**config.mk**
```make
export PLATFORM = sky130hd
export DESIGN_NAME = divider
export DESIGN_NICKNAME = d
export VERILOG_FILES = /design/src/divFormatPkg.sv /design/src/divSelectPkg.sv /design/src/divStageIf.sv /design/src/divDigitSelect.sv /design/src/divNormalize.sv /design/src/divOnTheFly.sv /design/src/divStage.sv /design/src/divider.sv
export SDC_FILE = /design/constraint.sdc
export NUM_CORES = 1
export LEC_CHECK = 0
export BUFFER_PORTS_ARGS = -buffer_cell sky130_fd_sc_hd__buf_2
export CAP_MARGIN = 20
export CORE_UTILIZATION = 60
export DETAILED_ROUTE_END_ITERATION = 10
export HOLD_SLACK_MARGIN = 0.05
export PLACE_DENSITY = 0.82
export SYNTH_ARGS = -nofsm -noshare
export SYNTH_HDL_FRONTEND = slang
export SYNTH_HIERARCHICAL = 1
export SYNTH_SLANG_ARGS = --single-unit
```
**constraint.sdc**
```tcl
create_clock -name Clk -period 23.4 [get_ports Clk]
set_input_delay 0 -clock Clk [delete_from_list [all_inputs] [get_ports Clk]]
set_output_delay 0 -clock Clk [all_outputs]
set_load 0.02 [all_outputs]
```
**src/divFormatPkg.sv**
```systemverilog
// Number formats and pipeline geometry of the radix-4 SRT divider.
// Imported by every RTL block and by the testbench.
`default_nettype none

package divFormatPkg;

  // radix-4 digits retired per recurrence stage
  localparam int DigitsPerStage = 2;

  // recurrence stages after normalization
  localparam int NumStages = 3;

  // operand bits above the fraction, operands are FracWidth + 5 wide
  localparam int GuardBits = 4;

  // residual bits above FracWidth
  // room for the sign and for 4x growth before truncation
  localparam int ResidualExtra = 6;

  // normalize register plus one register per stage
  localparam int Latency = NumStages + 1;

  // converted quotient, two bits per digit
  localparam int QuotBits = 2 * NumStages * DigitsPerStage;

endpackage : divFormatPkg

`default_nettype wire

```
**src/divSelectPkg.sv**
```systemverilog
// Quotient digit type and selection thresholds for the radix-4 recurrence.
// Used by the digit selection and the on-the-fly conversion.
`default_nettype none

package divSelectPkg;

  typedef enum logic signed [2:0] {
    DigitM2 = -3'sd2,
    DigitM1 = -3'sd1,
    Digit0  = 3'sd0,
    DigitP1 = 3'sd1,
    DigitP2 = 3'sd2
  } qDigit_e;

  // estimate units of 1/16
  typedef logic signed [6:0] threshold_t;

  typedef struct packed {
    threshold_t m2;
    threshold_t m1;
    threshold_t m0;
    threshold_t mm1;
  } selectThresh_t;

  // dBits are the three divisor bits below the leading one
  function automatic selectThresh_t selectThresholds(input logic [2:0] dBits);
    selectThresh_t thresh;
    case (dBits)
      3'b000:  thresh = '{m2: 7'sd12, m1: 7'sd4, m0: -7'sd4, mm1: -7'sd13};
      3'b001:  thresh = '{m2: 7'sd14, m1: 7'sd4, m0: -7'sd6, mm1: -7'sd15};
      3'b010:  thresh = '{m2: 7'sd15, m1: 7'sd4, m0: -7'sd6, mm1: -7'sd16};
      3'b011:  thresh = '{m2: 7'sd16, m1: 7'sd4, m0: -7'sd6, mm1: -7'sd18};
      3'b100:  thresh = '{m2: 7'sd18, m1: 7'sd6, m0: -7'sd8, mm1: -7'sd20};
      3'b101:  thresh = '{m2: 7'sd20, m1: 7'sd6, m0: -7'sd8, mm1: -7'sd20};
      3'b110:  thresh = '{m2: 7'sd20, m1: 7'sd8, m0: -7'sd8, mm1: -7'sd22};
      default: thresh = '{m2: 7'sd24, m1: 7'sd8, m0: -7'sd8, mm1: -7'sd24};
    endcase
    return thresh;
  endfunction

endpackage : divSelectPkg

`default_nettype wire

```
**src/divStageIf.sv**
```systemverilog
// One divider item moving between pipeline stages.
// A stage takes the item on the edge where valid is high; there is no ready.
`timescale 1ns/100ps
`default_nettype none

interface divStageIf #(
  parameter int FracWidth = 9
);
  import divFormatPkg::*;

  logic                                   valid;
  // normalized, leading one at the top bit
  logic [FracWidth+GuardBits:0]           divisor;
  logic signed [FracWidth+ResidualExtra-1:0] residual;
  logic [QuotBits-1:0]                    quotN;
  logic [QuotBits-1:0]                    quotM;

  modport src (output valid, divisor, residual, quotN, quotM);
  modport dst (input valid, divisor, residual, quotN, quotM);

endinterface : divStageIf

`default_nettype wire

```
**src/divDigitSelect.sv**
```systemverilog
// One radix-4 SRT step: picks a digit in {-2..+2} from a truncated estimate
// of 4w and forms the next residual 4w - q*d. Purely combinational.
`timescale 1ns/100ps
`default_nettype none

module divDigitSelect #(
  parameter int FracWidth = 9
) (
  input  logic [FracWidth+divFormatPkg::GuardBits:0]            divisor,
  input  logic signed [FracWidth+divFormatPkg::ResidualExtra-1:0] residual,
  output divSelectPkg::qDigit_e                                  digit,
  output logic signed [FracWidth+divFormatPkg::ResidualExtra-1:0] nextResidual
);
  import divFormatPkg::*;
  import divSelectPkg::*;

  localparam int OpWidth  = FracWidth + GuardBits + 1;
  localparam int ResWidth = FracWidth + ResidualExtra;

  logic signed [ResWidth+1:0] times4;
  logic signed [ResWidth+1:0] divisorExt;
  logic signed [ResWidth+1:0] difference;
  logic signed [2:0]          digitVal;
  threshold_t                 estimate;
  selectThresh_t              thresh;

  assign times4     = {residual, 2'b00};
  assign divisorExt = {{(ResWidth + 2 - OpWidth){1'b0}}, divisor};

  // seven top bits, LSB weight 1/16
  assign estimate = times4[ResWidth+1 -: 7];
  assign thresh   = selectThresholds(divisor[OpWidth-2 -: 3]);

  always_comb
  begin
    if (estimate >= thresh.m2)
      digit = DigitP2;
    else if (estimate >= thresh.m1)
      digit = DigitP1;
    else if (estimate >= thresh.m0)
      digit = Digit0;
    else if (estimate >= thresh.mm1)
      digit = DigitM1;
    else
      digit = DigitM2;
  end

  assign digitVal   = digit;
  assign difference = times4 - digitVal * divisorExt;

  // |w| stays below 2d/3, so the top two bits carry no information
  assign nextResidual = difference[ResWidth-1:0];

endmodule : divDigitSelect

`default_nettype wire

```
**src/divNormalize.sv**
```systemverilog
// Input stage of the divider: shifts the divisor into [0.5, 1) and the
// dividend by the same amount, then registers the first pipeline item.
`timescale 1ns/100ps
`default_nettype none

module divNormalize #(
  parameter int FracWidth = 9
) (
  input  logic                                        Clk,
  input  logic                                        Reset_n,
  input  logic                                        inValid,
  input  logic [FracWidth+divFormatPkg::GuardBits:0]  dividend,
  input  logic [FracWidth+divFormatPkg::GuardBits:0]  divisor,
  divStageIf.src                                      out
);
  import divFormatPkg::*;

  localparam int OpWidth    = FracWidth + GuardBits + 1;
  localparam int ResWidth   = FracWidth + ResidualExtra;
  localparam int ShiftWidth = $clog2(OpWidth);

  logic [ShiftWidth-1:0] shiftCount;
  logic [OpWidth-1:0]    normDivisor;
  logic [OpWidth-1:0]    normDividend;
  logic [ResWidth-1:0]   firstResidual;

  // leading one search, the highest set bit wins
  always_comb
  begin
    shiftCount = '0;
    for (int i = 0; i < OpWidth; i++)
    begin
      if (divisor[i])
        shiftCount = ShiftWidth'(OpWidth - 1 - i);
    end
  end

  assign normDivisor  = divisor << shiftCount;
  assign normDividend = dividend << shiftCount;

  // w0 = x/4 keeps |w| below 2d/3
  assign firstResidual = {1'b0, normDividend} >> 2;

  always_ff @(posedge Clk or negedge Reset_n)
  begin
    if (!Reset_n)
      out.valid <= 1'b0;
    else
      out.valid <= inValid;
  end

  always_ff @(posedge Clk)
  begin
    if (inValid)
    begin
      out.divisor  <= normDivisor;
      out.residual <= $signed(firstResidual);
      out.quotN    <= '0;
      out.quotM    <= '0;
    end
  end

endmodule : divNormalize

`default_nettype wire

```
**src/divOnTheFly.sv**
```systemverilog
// On-the-fly conversion of one signed radix-4 digit.
// Keeps QN = Q and QM = Q - 1 so no carry ever propagates.
`timescale 1ns/100ps
`default_nettype none

module divOnTheFly (
  input  divSelectPkg::qDigit_e                digit,
  input  logic [divFormatPkg::QuotBits-1:0]    quotN,
  input  logic [divFormatPkg::QuotBits-1:0]    quotM,
  output logic [divFormatPkg::QuotBits-1:0]    nextN,
  output logic [divFormatPkg::QuotBits-1:0]    nextM
);
  import divFormatPkg::*;
  import divSelectPkg::*;

  logic       isNeg;
  logic       isPos;
  logic [1:0] digitLow;
  logic [1:0] digitLess1;

  assign isNeg      = digit[2];
  assign isPos      = !digit[2] && (digit != Digit0);
  assign digitLow   = digit[1:0];
  assign digitLess1 = digit[1:0] - 2'd1;

  // older digits move up two places
  assign nextN = isNeg ? {quotM[QuotBits-3:0], digitLow}
                       : {quotN[QuotBits-3:0], digitLow};

  assign nextM = isPos ? {quotN[QuotBits-3:0], digitLess1}
                       : {quotM[QuotBits-3:0], digitLess1};

endmodule : divOnTheFly

`default_nettype wire

```
**src/divStage.sv**
```systemverilog
// One recurrence stage of the divider: two digit selections and their
// conversions in one cycle, followed by the stage register.
`timescale 1ns/100ps
`default_nettype none

module divStage #(
  parameter int FracWidth = 9
) (
  input  logic   Clk,
  input  logic   Reset_n,
  divStageIf.dst in,
  divStageIf.src out
);
  import divFormatPkg::*;
  import divSelectPkg::*;

  localparam int ResWidth = FracWidth + ResidualExtra;

  logic signed [ResWidth-1:0] residualChain [DigitsPerStage+1];
  logic [QuotBits-1:0]        quotNChain    [DigitsPerStage+1];
  logic [QuotBits-1:0]        quotMChain    [DigitsPerStage+1];
  qDigit_e                    digitChain    [DigitsPerStage];

  assign residualChain[0] = in.residual;
  assign quotNChain[0]    = in.quotN;
  assign quotMChain[0]    = in.quotM;

  // each step feeds the next within the same cycle
  for (genvar k = 0; k < DigitsPerStage; k++)
  begin : gStep
    divDigitSelect #(
      .FracWidth    (FracWidth)
    ) uSelect (
      .divisor      (in.divisor),
      .residual     (residualChain[k]),
      .digit        (digitChain[k]),
      .nextResidual (residualChain[k+1])
    );

    divOnTheFly uConvert (
      .digit (digitChain[k]),
      .quotN (quotNChain[k]),
      .quotM (quotMChain[k]),
      .nextN (quotNChain[k+1]),
      .nextM (quotMChain[k+1])
    );
  end

  always_ff @(posedge Clk or negedge Reset_n)
  begin
    if (!Reset_n)
      out.valid <= 1'b0;
    else
      out.valid <= in.valid;
  end

  // payload only moves with a valid item
  always_ff @(posedge Clk)
  begin
    if (in.valid)
    begin
      out.divisor  <= in.divisor;
      out.residual <= residualChain[DigitsPerStage];
      out.quotN    <= quotNChain[DigitsPerStage];
      out.quotM    <= quotMChain[DigitsPerStage];
    end
  end

endmodule : divStage

`default_nettype wire

```
**src/divider.sv**
```systemverilog
// Top level of the pipelined radix-4 SRT fraction divider.
// Takes x < d, d nonzero; the quotient appears four clocks after inValid.
`timescale 1ns/100ps
`default_nettype none

module divider #(
  parameter int FracWidth = 9
) (
  input  logic                                       Clk,
  input  logic                                       Reset_n,
  input  logic                                       inValid,
  input  logic [FracWidth+divFormatPkg::GuardBits:0] dividend,
  input  logic [FracWidth+divFormatPkg::GuardBits:0] divisor,
  output logic                                       outValid,
  output logic [FracWidth-1:0]                       quotient
);
  import divFormatPkg::*;

  // link[0] leaves normalization, link[NumStages] leaves the last stage
  divStageIf #(.FracWidth(FracWidth)) link [NumStages+1] ();

  divNormalize #(
    .FracWidth (FracWidth)
  ) uNormalize (
    .Clk      (Clk),
    .Reset_n  (Reset_n),
    .inValid  (inValid),
    .dividend (dividend),
    .divisor  (divisor),
    .out      (link[0])
  );

  for (genvar s = 0; s < NumStages; s++)
  begin : gStage
    divStage #(
      .FracWidth (FracWidth)
    ) uStage (
      .Clk     (Clk),
      .Reset_n (Reset_n),
      .in      (link[s]),
      .out     (link[s+1])
    );
  end

  assign outValid = link[NumStages].valid;

  // QN carries one extra fraction bit, dropped here
  assign quotient = link[NumStages].quotN[FracWidth:1];

endmodule : divider

`default_nettype wire

```
==> run metrics <==
final WL around 38 mm; Worst EP required 23.58 ns; dpl hpwl between 30 and 40 mm; CP Launch Point gStage[0].uStage/out.divisor[12]; Hold Path Class primary input to flip-flop; CTS tree done; clk_skew between 0.01 and 0.015 ns; Slowest cell on crit path edfxtp_1; I/O Pins 41; unrepaired setup endpoints after global routing false; CTS clock-pin slew for the worst setup and hold paths 0.06 ns; max-cap check violation count 0; CTS root buf clkbuf_16; WP buf/inv 9; CP delay by family, top adder cells; WL per Instance 16.5 um; clock buffer count from CTS 17; Layout Area Growth over Synthesis 6.32%; R2R Path Start gStage[0].uStage/out.divisor[12]; Startpoint Class flip-flop; max frequency roughly 84 MHz; post-synthesis cell area 0.0168 sq mm; Fin Hold WS just under 0.1 ns; Port Buf Inserts 40; FF-to-FF path depth 42; Core Region 0.0273 sq mm; Overflow after GRT 0; Reg2Reg Setup Slack 11.53 ns; Layout Cells excl Fill 2309; clk buf depth 2; pre-CTS setup slack 11.71 ns; startpoint of the worst hold path divisor[13]; # nets final 2316; Critical Path AT 12.05 ns; 1st-iter DRT viols 756; Critical Path Max Stage Delay between 0.8 and 0.9 ns; status finished, final reports clean; Fin Setup TNS 0 ns; Final Setup Violations 0; Slew HR 36.6%; Final Slew Violations 0; RR Endpoint gStage[1].uStage/out.residual[13]; Initial Util 61.8%; Final WS setup around 12 ns; crit path kind flip-flop to flip-flop; Ant. Diodes 0; crit-path max FO 21; GPL Wtd Cong about 0.92; Die Y about 170 um; layout cell share with drive strength beyond 1 8.57%; row count 60; Tot GR Track Use roughly 28%; placed cell count 2270; TritonRoute pass-1 iters 6; antenna violations before repair 0; vias per cell approximately 5.8; Critical Path End Type flip-flop; Clock Sink Count ~110; Slew @ Worst Pin 0.944 ns; hold worst-path end uNormalize/out.divisor[12]; Routed Antenna Nets 0; Fin. Hold Viols 0; clk_lat worst skew 0.43 ns; Post-CTS Setup Bufs 0; synth warn 6; crit path time final 11.87 ns; Avg Cell Area, Syn 8.78 sq um; period utilization slightly above 50%; fill count 2143; CP most frequent cell inv_1; via count 13400; H-tree Lvls 4; Syn Inst Count ~1900; Die X 170 um; vias in the first global route 13900; # DRC 0; largest net degree at the start of global routing 43; hold path cells 5; die area 0.0287 sq mm; global-route wire length before repair 63.9 mm
-- what timing repair did --
| item | CTS | global route |
|---|---|---|
| hold buffers | 6 | 0 |
| resized for setup | 0 | 0 |
| hold endpoints to repair | 8 | 0 |
-- worst max-delay path by stage --
stage               cells past startpoint                           endpoint  slack (ns)
floorplan                              43  gStage[1].uStage/out.residual[13]       14.10
global placement                       41  gStage[1].uStage/out.residual[13]       11.75
detailed placement                     41  gStage[1].uStage/out.residual[13]       11.71
CTS                                    41  gStage[1].uStage/out.residual[13]       11.65
global route                           41  gStage[1].uStage/out.residual[13]       10.91
finish                                 42  gStage[1].uStage/out.residual[13]       11.53
-- flip-flops by register name, indices dropped and copies added, names as in the netlist --
name,flops
gStage.uStage/out.residual,30
gStage.uStage/out.divisor,28
uNormalize/out.valid,1
uNormalize/out.residual,12
gStage.uStage/out.valid,3
gStage.uStage/out.quotN,17
uNormalize/out.divisor,14
gStage.uStage/out.quotM,8
-- tightest hold or removal path: stages --
cell     delay (ns)
buf_2          0.13
o21ai_0        0.09
nand3_1        0.08
nor3_1         0.05
o21ai_0        0.07
-- layer usage --
metal | vias to the layer above | part of all wire, % | GRT usage [%]
met3 | 136 | 3.9 | 3.99
met4 | 0 | 4.8 | 15.1
met5 | - | 0 | 0
met1 | 6496 | 38 | 28.4
met2 | 420 | 54 | 54.2
li1 | 6345 | - | -
-- area by class of cell --
type,instances,area [sq um],share of cell area (%)
multi-input cells,1333,11600,64.7
repair buffers,56,335,1.87
flip-flops and latches,113,3370,18.8
clock inverters,13,184,1.03
well taps,372,465,2.60
clock buffers,19,443,2.47
inverters,403,1510,8.45
-- placed cells by master (no fill, tap or decap), drive strengths merged, types with 5 or more instances in the layout --
master	count
inv	404
ha	241
nor2	146
fa	120
nand2	112
edfxtp	109
a21oi	93
nand3	77
xnor2	57
buf	49
nor2b	48
a21o	44
o21ai	40
nor3	38
xor2	36
mux2	34
mux2i	27
and2	24
nand2b	20
and3	20
clkbuf	20
a211o	13
o211ai	13
or3	11
nand3b	10
a31oi	10
o21a	9
o22ai	9
o31ai	8
a41oi	8
or2	7
dlygate4sd3	6
a221oi	5
o221ai	5
clkinv	5
a2111oi	5
-- through the flow --
| stage | instance area, sq um | utilization (%) |
|---|---|---|
| after global routing | 17900 | 65.7 |
| final | 17900 | 65.7 |
| after floorplan | 16900 | - |
| after detailed placement | 17200 | 63.2 |
| after global placement | 17200 | 63.2 |
| after CTS | 17900 | 65.7 |
Power is not shown: default switching activity piles up to over one toggle a cycle in this logic, so the estimate is an artifact.
